--- src/hdl/gb_host_pkg.sv ---
////////////////////////////////////////////////////////////////////////////
// Host I/O package
// Widths, download file types and the record types shared by the host side
////////////////////////////////////////////////////////////////////////////
package gb_host_pkg;

	// Bus and address widths
	localparam int io_word_w  = 16;
	localparam int io_addr_w  = 25;
	localparam int blk_num_w  = 8;
	localparam int buf_addr_w = 8;
	localparam int sd_blk_w   = 32;
	localparam int bk_addr_w  = 17;

	// Download file types as sent by the host
	localparam logic [7:0] ftype_cart_gb  = 8'h01;
	localparam logic [7:0] ftype_cart_gbc = 8'h41;
	localparam logic [7:0] ftype_cart_alt = 8'h80;
	localparam logic [7:0] ftype_cheat    = 8'hFF;

	// Unused words of the RTC block
	localparam logic [io_word_w-1:0] rtc_fill_word = 16'hFFFF;

	////////////////////////////////////////////////////////////////////////////
	// Cheat codes
	////////////////////////////////////////////////////////////////////////////

	// One code word write from the download stream
	typedef struct packed {
		logic                 valid;
		logic [2:0]           idx;
		logic [io_word_w-1:0] data;
	} code_word_t;

	// Big endian fields, flags on top
	typedef struct packed {
		logic [31:0] flags;
		logic [31:0] address;
		logic [31:0] compare;
		logic [31:0] replace;
	} cheat_fields_t;

	// Filled as words, read by the core as fields
	typedef union packed {
		logic [7:0][io_word_w-1:0] words;
		cheat_fields_t             fields;
	} cheat_code_t;

	////////////////////////////////////////////////////////////////////////////
	// Backup RAM and SD
	////////////////////////////////////////////////////////////////////////////

	typedef struct packed {
		logic [sd_blk_w-1:0] blk;
		logic                rd;
		logic                wr;
	} sd_req_t;

	typedef struct packed {
		logic [31:0] timestamp;
		logic [47:0] saved_time;
		logic        in_use;
	} rtc_info_t;

	typedef struct packed {
		logic [bk_addr_w-1:0] addr;
		logic                 wr;
		logic [io_word_w-1:0] data;
	} bk_port_t;

endpackage

--- src/hdl/backup_block_mux.sv ---
////////////////////////////////////////////////////////////////////////////
// Backup block mux
// Routes SD buffer traffic to backup RAM or to the RTC block
////////////////////////////////////////////////////////////////////////////
`timescale 1ns/1ns

module backup_block_mux
	import gb_host_pkg::*;
(
	input  logic [blk_num_w-1:0]  blk_num,
	input  logic [blk_num_w-1:0]  ram_last_blk,
	input  logic [buf_addr_w-1:0] sd_buff_addr,
	input  logic [io_word_w-1:0]  sd_buff_dout,
	input  logic                  sd_buff_wr,
	input  logic                  sd_ack,
	input  rtc_info_t             rtc,
	input  logic [io_word_w-1:0]  bk_q,
	output bk_port_t              bk_port,
	output logic                  rtc_wr,
	output logic [io_word_w-1:0]  sd_buff_din
);

	logic                 rtc_blk;
	logic [io_word_w-1:0] rtc_word;

	// Anything past the RAM image is the RTC block
	assign rtc_blk = blk_num > ram_last_blk;

	always_comb begin
		bk_port.addr = bk_addr_w'({blk_num, sd_buff_addr});
		bk_port.wr   = ~rtc_blk & sd_buff_wr & sd_ack;
		bk_port.data = sd_buff_dout;
	end

	assign rtc_wr = rtc_blk & sd_buff_wr & sd_ack;

	// Low word first, rest of the block is filler
	always_comb begin
		case (sd_buff_addr)
			buf_addr_w'(0): rtc_word = rtc.timestamp[15:0];
			buf_addr_w'(1): rtc_word = rtc.timestamp[31:16];
			buf_addr_w'(2): rtc_word = rtc.saved_time[15:0];
			buf_addr_w'(3): rtc_word = rtc.saved_time[31:16];
			buf_addr_w'(4): rtc_word = rtc.saved_time[47:32];
			default:        rtc_word = rtc_fill_word;
		endcase
	end

	assign sd_buff_din = rtc_blk ? rtc_word : bk_q;

endmodule

--- src/hdl/backup_sequencer.sv ---
////////////////////////////////////////////////////////////////////////////
// Backup RAM sequencer
// Save/load policy and the SD block walk over request/acknowledge
////////////////////////////////////////////////////////////////////////////
`timescale 1ns/1ns

module backup_sequencer
	import gb_host_pkg::*;
(
	input  logic                 clk_sys,
	input  logic                 reset,
	input  logic                 cart_download,
	input  logic                 cart_done,
	input  logic                 img_mounted,
	input  logic                 img_readonly,
	input  logic                 img_size_nz,
	input  logic                 has_save,
	input  logic [blk_num_w-1:0] ram_last_blk,
	input  logic                 rtc_in_use,
	input  logic                 load_request,
	input  logic                 save_request,
	input  logic                 autosave_en,
	input  logic                 osd_open,
	input  logic                 cram_wr,
	input  logic                 sd_ack,
	output sd_req_t              sd_req,
	output logic                 busy,
	output logic                 core_hold,
	output logic                 save_pending
);

	logic cart_download_q;
	logic load_q;
	logic save_q;
	logic sd_ack_q;
	logic bk_ena;
	logic sav_supported;
	logic bk_save;
	logic load_rise;
	logic save_rise;
	logic ack_rise;
	logic ack_fall;
	logic user_start;
	logic auto_start;
	logic last_blk;

	assign sav_supported = has_save & bk_ena;

	// Manual save, or autosave once the menu opens with unsaved writes
	assign bk_save = save_request | (save_pending & osd_open & autosave_en);

	assign load_rise = load_request & ~load_q;
	assign save_rise = bk_save & ~save_q;
	assign ack_rise  = sd_ack & ~sd_ack_q;
	assign ack_fall  = ~sd_ack & sd_ack_q;

	assign user_start = ~busy & bk_ena & (load_rise | save_rise);
	assign auto_start = ~busy & bk_ena & cart_done & img_size_nz;

	// RTC adds one block past the RAM image
	assign last_blk = rtc_in_use ? (sd_req.blk[blk_num_w-1:0] > ram_last_blk) :
		(sd_req.blk[blk_num_w-1:0] >= ram_last_blk);

	////////////////////////////////////////////////////////////////////////////
	// Edge history and save policy
	////////////////////////////////////////////////////////////////////////////

	always_ff @(posedge clk_sys) begin
		if (reset) begin
			cart_download_q <= 1'b0;
			load_q          <= 1'b0;
			save_q          <= 1'b0;
			sd_ack_q        <= 1'b0;
		end else begin
			cart_download_q <= cart_download;
			load_q          <= load_request;
			save_q          <= bk_save;
			sd_ack_q        <= sd_ack;
		end
	end

	// Save image is mounted by the host near the end of the ROM download
	always_ff @(posedge clk_sys) begin
		if (reset) begin
			bk_ena <= 1'b0;
		end else if (cart_download & img_mounted & ~img_readonly) begin
			bk_ena <= 1'b1;
		end else if (cart_download & ~cart_download_q) begin
			bk_ena <= 1'b0;
		end
	end

	// Only game writes outside the menu count as unsaved data
	always_ff @(posedge clk_sys) begin
		if (reset) begin
			save_pending <= 1'b0;
		end else if (busy | user_start | auto_start) begin
			save_pending <= 1'b0;
		end else if (cram_wr & ~osd_open & sav_supported) begin
			save_pending <= 1'b1;
		end
	end

	////////////////////////////////////////////////////////////////////////////
	// Block walk
	////////////////////////////////////////////////////////////////////////////

	always_ff @(posedge clk_sys) begin
		if (reset) begin
			sd_req.rd <= 1'b0;
			sd_req.wr <= 1'b0;
			busy      <= 1'b0;
			core_hold <= 1'b0;
		end else begin
			// Host took the request
			if (ack_rise) begin
				sd_req.rd <= 1'b0;
				sd_req.wr <= 1'b0;
			end

			if (auto_start) begin
				busy       <= 1'b1;
				core_hold  <= 1'b1;
				sd_req.blk <= '0;
				sd_req.rd  <= 1'b1;
				sd_req.wr  <= 1'b0;
			end else if (user_start) begin
				busy       <= 1'b1;
				core_hold  <= load_rise;
				sd_req.blk <= '0;
				sd_req.rd  <= load_rise;
				sd_req.wr  <= ~load_rise;
			end else if (busy && ack_fall) begin
				if (last_blk) begin
					busy      <= 1'b0;
					core_hold <= 1'b0;
				end else begin
					// core_hold doubles as the direction of the transfer
					sd_req.blk <= sd_req.blk + sd_blk_w'(1);
					sd_req.rd  <= core_hold;
					sd_req.wr  <= ~core_hold;
				end
			end
		end
	end

endmodule

--- src/hdl/cheat_code_loader.sv ---
////////////////////////////////////////////////////////////////////////////
// Cheat code loader
// Builds one code record from eight download words, offers it valid/ready
////////////////////////////////////////////////////////////////////////////
`timescale 1ns/1ns

module cheat_code_loader
	import gb_host_pkg::*;
(
	input  logic        clk_sys,
	input  logic        reset,
	input  code_word_t  code_wr,
	output logic        cheat_valid,
	input  logic        cheat_ready,
	output cheat_code_t cheat_code,
	output logic        ioctl_wait
);

	cheat_code_t code_q;
	logic [2:0]  word_sel;
	logic        last_word;
	logic        accept;

	// Index 0 is the low half of flags, so pairs fill from the top slot down
	assign word_sel = {~code_wr.idx[2:1], code_wr.idx[0]};

	// Top half of the replace field closes the record
	assign last_word = code_wr.valid && (code_wr.idx == 3'd7);

	assign accept = cheat_valid & cheat_ready;

	always_ff @(posedge clk_sys) begin
		if (code_wr.valid) begin
			code_q.words[word_sel] <= code_wr.data;
		end
	end

	////////////////////////////////////////////////////////////////////////////
	// Handshake
	////////////////////////////////////////////////////////////////////////////

	always_ff @(posedge clk_sys) begin
		if (reset) begin
			cheat_valid <= 1'b0;
		end else if (last_word) begin
			cheat_valid <= 1'b1;
		end else if (accept) begin
			cheat_valid <= 1'b0;
		end
	end

	assign cheat_code = code_q;

	// Host stalls while a finished record waits for the core
	assign ioctl_wait = cheat_valid & ~cheat_ready;

endmodule

--- src/hdl/download_tracker.sv ---
////////////////////////////////////////////////////////////////////////////
// Download tracker
// Sorts host downloads by file type, flags cartridge download edges
////////////////////////////////////////////////////////////////////////////
`timescale 1ns/1ns

module download_tracker
	import gb_host_pkg::*;
(
	input  logic                 clk_sys,
	input  logic                 reset,
	input  logic                 ioctl_download,
	input  logic [7:0]           ioctl_index,
	input  logic                 ioctl_wr,
	input  logic [io_addr_w-1:0] ioctl_addr,
	input  logic [io_word_w-1:0] ioctl_dout,
	output code_word_t           code_wr,
	output logic                 cart_download,
	output logic                 cart_done
);

	logic is_cart_type;
	logic is_code_type;
	logic cart_download_q;

	// All three ROM flavours land in the same cartridge space
	assign is_cart_type = (ioctl_index == ftype_cart_gb) ||
		(ioctl_index == ftype_cart_gbc) ||
		(ioctl_index == ftype_cart_alt);
	assign is_code_type = (ioctl_index == ftype_cheat);

	assign cart_download = ioctl_download & is_cart_type;

	// Word index from the byte address of a 16-bit word
	always_comb begin
		code_wr.valid = ioctl_download & is_code_type & ioctl_wr;
		code_wr.idx   = ioctl_addr[3:1];
		code_wr.data  = ioctl_dout;
	end

	always_ff @(posedge clk_sys) begin
		if (reset) begin
			cart_download_q <= 1'b0;
		end else begin
			cart_download_q <= cart_download;
		end
	end

	// End of a cartridge download
	assign cart_done = cart_download_q & ~cart_download;

endmodule

--- src/hdl/gb_host_io.sv ---
////////////////////////////////////////////////////////////////////////////
// Host storage and download controller
// Download sorting, cheat loading and backup RAM save/load over SD
////////////////////////////////////////////////////////////////////////////
`timescale 1ns/1ns

module gb_host_io
	import gb_host_pkg::*;
(
	input  logic                  clk_sys,
	input  logic                  reset,
	// Host download
	input  logic                  ioctl_download,
	input  logic [7:0]            ioctl_index,
	input  logic                  ioctl_wr,
	input  logic [io_addr_w-1:0]  ioctl_addr,
	input  logic [io_word_w-1:0]  ioctl_dout,
	output logic                  ioctl_wait,
	// Cheat record to the core
	output logic                  cheat_valid,
	input  logic                  cheat_ready,
	output cheat_code_t           cheat_code,
	// Save image and policy
	input  logic                  img_mounted,
	input  logic                  img_readonly,
	input  logic                  img_size_nz,
	input  logic                  has_save,
	input  logic [blk_num_w-1:0]  ram_last_blk,
	input  logic                  load_request,
	input  logic                  save_request,
	input  logic                  autosave_en,
	input  logic                  osd_open,
	input  logic                  cram_wr,
	// SD host
	input  logic                  sd_ack,
	output sd_req_t               sd_req,
	input  logic [buf_addr_w-1:0] sd_buff_addr,
	input  logic [io_word_w-1:0]  sd_buff_dout,
	input  logic                  sd_buff_wr,
	output logic [io_word_w-1:0]  sd_buff_din,
	// Backup RAM and RTC
	input  rtc_info_t             rtc,
	input  logic [io_word_w-1:0]  bk_q,
	output bk_port_t              bk_port,
	output logic                  rtc_wr,
	output logic                  busy,
	output logic                  core_hold,
	output logic                  save_pending
);

	code_word_t code_wr;
	logic       cart_download;
	logic       cart_done;

	download_tracker u_tracker (
		.clk_sys        (clk_sys),
		.reset          (reset),
		.ioctl_download (ioctl_download),
		.ioctl_index    (ioctl_index),
		.ioctl_wr       (ioctl_wr),
		.ioctl_addr     (ioctl_addr),
		.ioctl_dout     (ioctl_dout),
		.code_wr        (code_wr),
		.cart_download  (cart_download),
		.cart_done      (cart_done)
	);

	cheat_code_loader u_cheat (
		.clk_sys     (clk_sys),
		.reset       (reset),
		.code_wr     (code_wr),
		.cheat_valid (cheat_valid),
		.cheat_ready (cheat_ready),
		.cheat_code  (cheat_code),
		.ioctl_wait  (ioctl_wait)
	);

	backup_sequencer u_seq (
		.clk_sys       (clk_sys),
		.reset         (reset),
		.cart_download (cart_download),
		.cart_done     (cart_done),
		.img_mounted   (img_mounted),
		.img_readonly  (img_readonly),
		.img_size_nz   (img_size_nz),
		.has_save      (has_save),
		.ram_last_blk  (ram_last_blk),
		.rtc_in_use    (rtc.in_use),
		.load_request  (load_request),
		.save_request  (save_request),
		.autosave_en   (autosave_en),
		.osd_open      (osd_open),
		.cram_wr       (cram_wr),
		.sd_ack        (sd_ack),
		.sd_req        (sd_req),
		.busy          (busy),
		.core_hold     (core_hold),
		.save_pending  (save_pending)
	);

	backup_block_mux u_mux (
		.blk_num      (sd_req.blk[blk_num_w-1:0]),
		.ram_last_blk (ram_last_blk),
		.sd_buff_addr (sd_buff_addr),
		.sd_buff_dout (sd_buff_dout),
		.sd_buff_wr   (sd_buff_wr),
		.sd_ack       (sd_ack),
		.rtc          (rtc),
		.bk_q         (bk_q),
		.bk_port      (bk_port),
		.rtc_wr       (rtc_wr),
		.sd_buff_din  (sd_buff_din)
	);

endmodule

--- config.mk ---
export PLATFORM = sky130hd
export DESIGN_NAME = gb_host_io
export DESIGN_NICKNAME = d
export VERILOG_FILES = /design/src/hdl/gb_host_pkg.sv /design/src/hdl/backup_block_mux.sv /design/src/hdl/backup_sequencer.sv /design/src/hdl/cheat_code_loader.sv /design/src/hdl/download_tracker.sv /design/src/hdl/gb_host_io.sv
export SDC_FILE = /design/constraint.sdc
export NUM_CORES = 1
export LEC_CHECK = 0
export BUFFER_PORTS_ARGS = -buffer_cell sky130_fd_sc_hd__buf_4
export CELL_PAD_IN_SITES_DETAIL_PLACEMENT = 0
export CELL_PAD_IN_SITES_GLOBAL_PLACEMENT = 1
export CORE_AREA = 5 5 158 160
export DETAILED_ROUTE_END_ITERATION = 8
export DIE_AREA = 0 0 163 165
export PLACE_DENSITY = 0.87
export SLEW_MARGIN = 10
export SYNTH_ARGS = -nofsm -noshare
export SYNTH_HDL_FRONTEND = slang
export SYNTH_SLANG_ARGS = --single-unit
--- constraint.sdc ---
create_clock -name clk_sys -period 5.8 [get_ports clk_sys]
set_input_delay 0.58 -clock clk_sys [delete_from_list [all_inputs] [get_ports clk_sys]]
set_output_delay 0.58 -clock clk_sys [all_outputs]
set_load 0.01 [all_outputs]
==> results.sh, run 1 <==
export IMPL_ys_warn_count=0
export IMPL_syn_nets=750
export IMPL_ys_ff_latch=171
export IMPL_post_route_min_period_ns=3.72
export IMPL_yosys_area_top_type="edfxtp_1"
export IMPL_vias_per_cell=4.70
export IMPL_clkLatencyLatePin_ns=0.42
export IMPL_setup_viol=0
export IMPL_dp_cells=1181
export IMPL_nFillCells=2132
export IMPL_drv_slew=0
export IMPL_setup_tns_ns=0
export IMPL_stdcell_count=1213
export IMPL_cts_num_sinks=171
export IMPL_cts_tree="yes"
export IMPL_wl_per_cell_um=18.8
export IMPL_worst_pin_slew_ns=1.13
export IMPL_hold_path_startpoint="load_request"
export IMPL_die_x_um=163
export IMPL_reg2reg_depth=8
export IMPL_synth_commonest_cells="160 x edfxtp_1, 57 x nor2_1, 50 x nand2_1"
export IMPL_finClkSkew_ns=0.0113
export IMPL_wirelength_um=22800
export IMPL_leakage_uw=0.00440
export IMPL_ys_types=50
export IMPL_reg2reg_from="u_seq.sd_req[7]"
export IMPL_finalHoldViolations=0
export IMPL_netlist_instances=547
export IMPL_die_h_um=165
export IMPL_cts_hold_fix_buffers=0
export IMPL_drtPass1Iterations=5
export IMPL_rrSetupSlack_ns=2.93
export IMPL_clock_root_buffer="clkbuf_16"
export IMPL_grt_ovfl_total=0
export IMPL_antenna_found_initial=0
export IMPL_drtAntennaViolNets=0
export IMPL_slew_limit_headroom_pct=24.3
export IMPL_synth_area_um2=7360
export IMPL_start_util_pct=31.6
export IMPL_critPathMaxFanout=19
export IMPL_setup_worst_path_class="register to output port"
export IMPL_worstPathArrival_ns=3.14
export IMPL_grt_start_max_net_pins=37
export IMPL_synth_top_area_share_pct=65.3
export IMPL_ctsResizeCount=0
export IMPL_avgSynthCellArea_um2=13.4
export IMPL_synthArstFlopShare_pct=0
export IMPL_max_vdd_ir_drop_mv=0.184
export IMPL_clock_path_buffers=2
export IMPL_place_gp_congestion=0.835
export IMPL_vias=5703
export IMPL_drtIter0Drc=325
export IMPL_crit_path_end_kind="output port"
export IMPL_cts_buffers=17
export IMPL_drive_gt1_share_pct=46.8
export IMPL_fmax_ghz=0.269
export IMPL_clk_pin_slew_ns=0.08
export IMPL_dieArea_um2=26900
export IMPL_r2r_end="u_seq.sd_req[30]"
export IMPL_yosysMostFrequentCell="edfxtp_1"
export IMPL_critPathLaunchType="register"
export IMPL_hold_class="input port to register"
export IMPL_drc_errors=0
export IMPL_required_ns=5.22
export IMPL_syn_to_final_growth_pct=47.3
export IMPL_hold_path_end="u_seq.load_q"
export IMPL_grt_pass1_wl_um=33300
export IMPL_yosys_top_cells_area="edfxtp_1 65%, buf_4 3.4%, dfxtp_1 3.0%, nor2_1 2.9%, nand2_1 2.6%"
export IMPL_track_usage_pct=16.2
export IMPL_io_pins=412
export IMPL_core_um2=23300
export IMPL_nNetsFinal=1084
export IMPL_min_path_cells=2
export IMPL_cap_violations=0
export IMPL_fin_crit_sh_pct=64.2
export IMPL_dpl_hpwl_um=17400
export IMPL_synth_edff_count=160
export IMPL_grt_pass1_vias=5770
export IMPL_io_buffers=356
export IMPL_power_density_nw_per_um2=248
export IMPL_postCtsSetupBuffers=0
export IMPL_synth_main_ff_cell="edfxtp_1"
export IMPL_rows=56
export IMPL_yosysSeqAreaShare_pct=68.3
export IMPL_antenna_cells=0
export IMPL_htree_levels=4
export IMPL_status="finished, final reports clean"
export IMPL_rsz0062_at_grt="no"
-- layout by cell type, fill, tap and decap left out, types with 9 or more instances in the layout --
| cell type | instances |
|---|---|
| nand4_1 | 13 |
| edfxtp_1 | 160 |
| clkbuf_16 | 17 |
| a31oi_1 | 18 |
| nand2_1 | 50 |
| dfxtp_1 | 11 |
| nor2_1 | 56 |
| and3_1 | 9 |
| a21oi_1 | 9 |
| nor2b_1 | 9 |
| o21ai_0 | 21 |
| mux2i_1 | 16 |
| ha_1 | 9 |
| xor2_1 | 20 |
| buf_4 | 366 |
| inv_1 | 12 |
| a22oi_1 | 16 |
-- kinds of logic after synthesis --
group | Yosys count | share of synthesized area [%]
AND/OR/NAND/NOR | 180 | 12.8
other | 1 | 0.0510
XOR/XNOR | 27 | 3.21
buffers and inverters | 63 | 5.02
AO/OA/AOI/OAI | 80 | 6.92
multiplexers | 16 | 2.18
adder cells (fa/ha/maj) | 9 | 1.53
flip-flops | 171 | 68.3
-- routing by layer --
layer,GRT usage (%),wire length (µm)
met5,0,0
met2,28.2,11200
met3,4.07,2060
met4,6.14,637
met1,19.3,8840
-- power by group --
part           switching, µW  internal (µW)  total [µW]
Combinational           66.6           95.1         162
Clock                    555            629        1180
Sequential             0.419           1340        1340
Total                    622           2070        2690
-- flip-flops by register name, summed over array words and instances (netlist names) --
| register | cells |
|---|---|
| u_seq.bk_ena | 1 |
| u_seq.save_pending | 1 |
| u_seq.core_hold | 1 |
| u_seq.sd_req | 34 |
| u_seq.sd_ack_q | 1 |
| u_seq.cart_download_q | 1 |
| u_seq.save_q | 1 |
| u_seq.busy | 1 |
| u_cheat.cheat_valid | 1 |
| u_cheat.cheat_code | 128 |
| u_seq.load_q | 1 |
-- cell type report --
| class | count | area, µm² | area share (%) |
|---|---|---|---|
| Clock inverter | 15 | 191 | 1.77 |
| Tap cell | 319 | 399 | 3.68 |
| Sequential cell | 171 | 5020 | 46.4 |
| Multi-Input combinational cell | 313 | 2000 | 18.5 |
| Timing Repair Buffer | 366 | 2750 | 25.4 |
| Inverter | 12 | 45.0 | 0.416 |
| Clock buffer | 17 | 425 | 3.93 |
-- critical path: stages (launching register included) --
cell and delay, ns:
edfxtp_1 0.53, ha_1 0.38, nand2_1 0.07, o21ai_0 0.25
o22a_1 0.19, buf_4 0.26, o21a_1 0.63, a31oi_1 0.19
buf_4 0.20
-- how the worst max path moves through the flow --
stage / start / to / depth (start not counted)
6_report: u_seq.sd_req[9] / sd_buff_din[12] / 8
5_1_grt: u_seq.sd_req[7] / sd_buff_din[12] / 8
4_1_cts: u_seq.sd_req[9] / sd_buff_din[12] / 8
3_5_place_dp: ram_last_blk[7] / sd_buff_din[12] / 10
3_3_place_gp: ram_last_blk[7] / sd_buff_din[13] / 10
2_1_floorplan: ram_last_blk[7] / u_seq.sd_req[10] / 8
-- per-stage QoR --
stage	area (µm²)	setup slack [ns]	hold WS, ns	total power, µW	utilization, %
floorplan	7360	1.96	0.462	1430	-
global placement	10200	2.43	0.485	1530	43.9
detailed placement	10200	2.42	0.496	1530	43.9
CTS	10800	2.05	0.368	2720	46.6
global route	10800	1.88	0.378	2770	46.6
finish	10800	2.08	0.384	2690	46.6
(Power assumes the default switching activity.)
==> run 2, diff against run 1 <==
Clock period 5.8 ns to 3.7 ns, I/O delays scaled along.
==> run 2 against run 1 <==
Net effect: largest cell class unchanged; via count up 0.33%; total power rose by 55%; sequential cell count unchanged; core utilization increased by 0.12 points; global-route usage shrank 0.40 points; first-iteration DRC count increased by 4.9%; die area did not move; count of clock-buffer cells in the layout did not move; hold slack got worse by 0.20 ns; non-clock buffer count up 6; combinational power rose by 58%; worst setup slack got worse by 1.6 ns.
==> results.sh, run 2 (synthesis gave the netlist of run 1 again) <==
export IMPL_start_util_pct=31.6
export IMPL_cts_num_sinks=171
export IMPL_dpl_cell_area_um2=10300
export IMPL_clockPowerShare_pct=43.2
export IMPL_hold_path_end="u_cheat.cheat_code[1]"
export IMPL_status="finished, final reports clean"
export IMPL_rrSetupSlack_ns=1.04
export IMPL_drtIter0Drc=341
export IMPL_rows=56
export IMPL_core_um2=23300
export IMPL_reg2reg_from="u_seq.sd_req[9]"
export IMPL_met1_usage_pct=19.4
export IMPL_drtPass1Iterations=5
export IMPL_switching_share_pct=22.6
export IMPL_critPathLaunchType="register"
export IMPL_drv_slew=0
export IMPL_cap_violations=0
export IMPL_final_cell_mix="372 x buf_4, 160 x edfxtp_1, 56 x nor2_1, 50 x nand2_1, 21 x o21ai_0"
export IMPL_max_vdd_ir_drop_mv=0.279
export IMPL_power_frac_comb_pct=6.2
export IMPL_wirelength_um=22300
export IMPL_clock_root_buffer="clkbuf_16"
export IMPL_track_usage_pct=15.8
export IMPL_wl_per_cell_um=18.3
export IMPL_met2_usage_pct=26.9
export IMPL_dpl_hpwl_um=17000
export IMPL_rsz0062_at_grt="no"
export IMPL_setup_tns_ns=0
export IMPL_stdcell_count=1219
export IMPL_hold_path_startpoint="ioctl_dout[1]"
export IMPL_io_pins=412
export IMPL_whs_ns=0.179
export IMPL_cts_buffers=17
export IMPL_die_h_um=165
export IMPL_reg2reg_depth=7
export IMPL_r2r_end="u_seq.sd_req[27]"
export IMPL_gr_usage_met3_pct=4.34
export IMPL_power_internal_uw=3220
export IMPL_top_usage_layer="met2"
export IMPL_fmax_ghz=0.313
export IMPL_largest_reg_flops=128
export IMPL_min_path_cells=1
export IMPL_antenna_cells=0
export IMPL_grt_pass1_wl_um=32300
export IMPL_grt_start_max_net_pins=36
export IMPL_drive_gt1_share_pct=47.0
export IMPL_dieArea_um2=26900
export IMPL_fin_area_um2=10900
export IMPL_ctsResizeCount=0
export IMPL_p_sw_uw=940
export IMPL_finalHoldViolations=0
export IMPL_crit_path_end_kind="output port"
export IMPL_worst_pin_slew_ns=0.966
export IMPL_fin_crit_sh_pct=86.4
export IMPL_finClkSkew_ns=0.0228
export IMPL_clkLatencyLatePin_ns=0.42
export IMPL_drc_errors=0
export IMPL_hold_class="input port to register"
export IMPL_cts_hold_fix_buffers=0
export IMPL_worst_slack_ns=0.505
export IMPL_required_ns=3.33
export IMPL_dp_cells=1187
export IMPL_leakage_uw=0.00442
export IMPL_critPathMaxFanout=8
export IMPL_io_buffers=356
export IMPL_clock_path_buffers=2
export IMPL_clk_pin_slew_ns=0.08
export IMPL_setup_viol=0
export IMPL_cts_tree="yes"
export IMPL_drtAntennaViolNets=0
export IMPL_htree_levels=4
export IMPL_vias_per_cell=4.69
export IMPL_die_x_um=163
export IMPL_postCtsSetupBuffers=0
export IMPL_preCtsSetupSlack_ns=0.868
export IMPL_grt_pass1_vias=5586
export IMPL_power_density_nw_per_um2=383
export IMPL_vias=5722
export IMPL_grt_ovfl_total=0
export IMPL_antenna_found_initial=0
export IMPL_place_gp_congestion=0.820
export IMPL_setup_worst_path_class="register to output port"
export IMPL_slew_limit_headroom_pct=35.6
export IMPL_layout_commonest_cell="buf_4"
export IMPL_power_frac_seq_pct=50.6
export IMPL_post_route_min_period_ns=3.20
export IMPL_worstPathArrival_ns=2.83
export IMPL_syn_to_final_growth_pct=47.7
export IMPL_nNetsFinal=1090
run 2: how the worst max path moves through the flow:
stage | start | end | slack [ns] | cells past startpoint
after global placement | sd_buff_addr[7] | sd_buff_din[12] | 0.91 | 8
after CTS | u_seq.sd_req[3] | sd_buff_din[10] | 0.42 | 9
after detailed placement | sd_buff_addr[7] | sd_buff_din[12] | 0.87 | 8
final | u_seq.sd_req[3] | sd_buff_din[10] | 0.50 | 9
after floorplan | u_seq.sd_req[9] | u_seq.sd_req[10] | 0.60 | 7
after global routing | u_seq.sd_req[3] | sd_buff_din[2] | 0.29 | 9
run 2: power groups by stage:
stage / registers [µW] / logic, µW / clock network, µW
final: 2110 / 256 / 1800
after global routing: 2110 / 276 / 1940
after CTS: 2110 / 257 / 1850
after detailed placement: 2150 / 257 / 0
after global placement: 2150 / 252 / 0
after floorplan: 2150 / 90.2 / 0
run 2: cell type report:
class	instances	area, µm²
clock buffers	17	425
fillers	2137	12400
flip-flops and latches	171	5020
well taps	319	399
clock inverters	15	175
repair buffers	372	2790
multi-input cells	313	2000
inverters	12	45.0
run 2: routing by layer:
metal  part of all wire [%]  up-vias
li1                       -     2683
met1                     40     2698
met2                     49      315
met3                    8.8       26
met4                    1.7        0
met5                      0        -
run 2: critical path, cell delays in order, from the launching register on:
cell,delay [ns]
edfxtp_1,0.48
ha_1,0.33
nor2b_1,0.14
o211ai_1,0.24
a21oi_1,0.11
o22a_1,0.24
o21a_1,0.28
buf_4,0.23
a31oi_1,0.18
buf_4,0.16
run 2: stage by stage:
stage	util, %	total power (µW)
after floorplan	-	2240
after global placement	44.1	2400
after detailed placement	44.1	2410
after CTS	46.7	4210
after global routing	46.7	4320
final	46.7	4160
==> run 3, diff against run 2 <==
Settings changed: ABC_AREA set to 1, CORE_AREA 5 5 158 160 to unset, CORE_ASPECT_RATIO set to 1.25, CORE_MARGIN set to 3, CORE_UTILIZATION set to 33, DIE_AREA 0 0 163 165 to unset, PLACE_DENSITY 0.87 to 0.91.
==> run 3 against run 2 <==
Net effect: register-to-register slack better by 0.30 ns; area after synthesis grew 7.5%; die area fell by 3.8%; total power is 0.22% lower; largest cell class unchanged; highest routed layer unchanged.
==> results.sh, run 3 <==
export IMPL_yosys_top_cells_area="edfxtp_1 61%, nand2_1 5.8%, nand3_1 5.1%, nor2_1 4.4%, inv_1 3.4%"
export IMPL_cts_num_sinks=171
export IMPL_io_pins=412
export IMPL_netlist_instances=735
export IMPL_grt_pass1_wl_um=35500
export IMPL_finalHoldViolations=0
export IMPL_drtAntennaViolNets=0
export IMPL_cp_slowest_cell="edfxtp_1"
export IMPL_drtIter0Drc=310
export IMPL_vias=6534
export IMPL_ys_ff_latch=171
export IMPL_clk_pin_slew_ns=0.07
export IMPL_reg2reg_depth=11
export IMPL_cts_tree="yes"
export IMPL_dpl_hpwl_um=19300
export IMPL_grt_ovfl_total=0
export IMPL_die_x_um=144
export IMPL_track_usage_pct=18.1
export IMPL_synth_commonest_cells="160 x edfxtp_1, 122 x nand2_1, 92 x nor2_1"
export IMPL_antenna_cells=0
export IMPL_required_ns=3.33
export IMPL_syn_nets=938
export IMPL_cp_common_cell="nand2_1"
export IMPL_crit_path_max_incr_delay_ns=0.52
export IMPL_status="finished, final reports clean"
export IMPL_drtPass1Iterations=4
export IMPL_core_um2=23300
export IMPL_critPathLaunchType="register"
export IMPL_setup_viol=0
export IMPL_final_cell_mix="371 x buf_4, 160 x edfxtp_1, 122 x nand2_1, 91 x nor2_1, 80 x nand3_1"
export IMPL_place_gp_congestion=0.856
export IMPL_setup_worst_path_class="register to output port"
export IMPL_synth_area_um2=7910
export IMPL_power_density_nw_per_um2=366
export IMPL_grt_pass1_vias=6422
export IMPL_wl_per_cell_um=17.7
export IMPL_fin_total_pwr_uw=4150
export IMPL_yosysMostFrequentCell="edfxtp_1"
export IMPL_reg2reg_from="u_seq.sd_req[5]"
export IMPL_ctsResizeCount=0
export IMPL_crit_path_start="u_seq.sd_req[5]"
export IMPL_cts_buffers=17
export IMPL_cts_hold_fix_buffers=0
export IMPL_synth_main_ff_cell="edfxtp_1"
export IMPL_dieArea_um2=25900
export IMPL_worst_pin_slew_ns=1.13
export IMPL_hold_path_end="u_cheat.cheat_code[27]"
export IMPL_synthArstFlopShare_pct=0
export IMPL_hold_class="input port to register"
export IMPL_ys_types=42
export IMPL_r2r_end="u_seq.sd_req[22]"
export IMPL_postCtsSetupBuffers=0
export IMPL_nNetsFinal=1277
export IMPL_synth_top_area_share_pct=60.8
export IMPL_drv_slew=0
export IMPL_slew_limit_headroom_pct=24.7
export IMPL_largest_reg_flops=128
export IMPL_crit_path_end_kind="output port"
export IMPL_whs_ns=0.172
export IMPL_layout_commonest_cell="buf_4"
export IMPL_start_util_pct=34.0
export IMPL_setup_tns_ns=0
export IMPL_drive_gt1_share_pct=40.7
export IMPL_wirelength_um=24300
export IMPL_max_vdd_ir_drop_mv=0.264
export IMPL_worstPathArrival_ns=2.84
export IMPL_ys_warn_count=0
export IMPL_hold_path_startpoint="ioctl_dout[11]"
export IMPL_grt_start_max_net_pins=33
export IMPL_min_path_cells=1
export IMPL_clock_path_buffers=2
export IMPL_rrSetupSlack_ns=1.34
export IMPL_fmax_ghz=0.312
export IMPL_rsz0062_at_grt="no"
export IMPL_clkLatencyLatePin_ns=0.43
export IMPL_crit_chain="ha_1, nand2_1, inv_1, nand2_1, nand2_1, nand2_1, nand2_1, nand2_1, clkinv_1, nor2_1, a31oi_1, buf_4"
export IMPL_io_buffers=356
export IMPL_syn_to_final_growth_pct=43.4
export IMPL_drc_errors=0
export IMPL_yosys_area_top_type="edfxtp_1"
export IMPL_yosysSeqAreaShare_pct=63.6
export IMPL_leakage_uw=0.00483
export IMPL_antenna_found_initial=0
export IMPL_cap_violations=0
export IMPL_synth_edff_count=160
export IMPL_die_h_um=179
export IMPL_fin_crit_sh_pct=86.8
export IMPL_rows=62
export IMPL_critPathMaxFanout=17
export IMPL_htree_levels=4
export IMPL_post_route_min_period_ns=3.21
export IMPL_avgSynthCellArea_um2=10.8
export IMPL_finClkSkew_ns=0.0231
export IMPL_vias_per_cell=4.75
export IMPL_clock_root_buffer="clkbuf_16"
## run 3: changes by cell type in the layout (fill, tap and decap cells not counted), sizes merged, moves of 18 or more
cell   change
nand2     +74
nor2      +41
nand3     +74
o21ai     -19
inv       +66
nor3      +18
## run 3: metrics by stage
stage / instances / cell area, µm² / utilization [%] / setup slack, ns
3_5_place_dp: 1343 / 10700 / 46.2 / 0.884
2_1_floorplan: 735 / 7910 / - / 0.0358
6_report: 1375 / 11300 / 48.7 / 0.490
4_1_cts: 1375 / 11300 / 48.7 / 0.416
5_1_grt: 1375 / 11300 / 48.7 / 0.200
3_3_place_gp: 1343 / 10700 / 46.2 / 0.895
## run 3: where the power goes
group / total [µW] / internal [µW] / switching [µW]
logic: 251 / 140 / 112
registers: 2110 / 2110 / 0.863
clock network: 1790 / 967 / 827
total: 4150 / 3210 / 939
## run 3: cells by family after synthesis
kind of cell,count (synthesis),share of synthesized area (%)
flip-flops,171,63.6
other,1,0.0474
AND/OR/NAND/NOR,362,21.7
adder cells (fa/ha/maj),9,1.42
buffers and inverters,129,8.09
XOR/XNOR,14,1.55
AO/OA/AOI/OAI,49,3.67
## run 3: worst max path at each step
| stage | endpoint | slack, ns | cells past startpoint |
|---|---|---|---|
| after CTS | sd_buff_din[9] | 0.42 | 12 |
| final | sd_buff_din[9] | 0.49 | 12 |
| after global routing | sd_buff_din[9] | 0.20 | 9 |
| after floorplan | u_seq.sd_req[10] | 0.04 | 8 |
| after global placement | sd_buff_din[9] | 0.89 | 12 |
| after detailed placement | sd_buff_din[9] | 0.88 | 12 |
## run 3: final cells by class
| class | count | area (µm²) |
|---|---|---|
| inverters | 78 | 293 |
| clock inverters | 15 | 173 |
| repair buffers | 371 | 2790 |
| fillers | 2209 | 11900 |
| multi-input cells | 435 | 2280 |
| clock buffers | 17 | 425 |
| well taps | 288 | 360 |
| flip-flops and latches | 171 | 5020 |
## run 3: worst max-delay path: cells and delay by family (launching register included)
family	cells	cell delay [ns]
AOI/OAI and AO/OA	1	0.14
DFF	1	0.52
adders and majority gates	1	0.35
buffers and inverters	3	0.73
and+or+nand+nor	7	0.68
## run 3: routing by layer
metal  GRT usage [%]  vias up  wire (µm)
li1                -     3175          -
met1            19.9     3048       8800
met2            33.2      269      13300
met3            4.00       42       1440
met4            7.58        0        758
met5               0        -          0
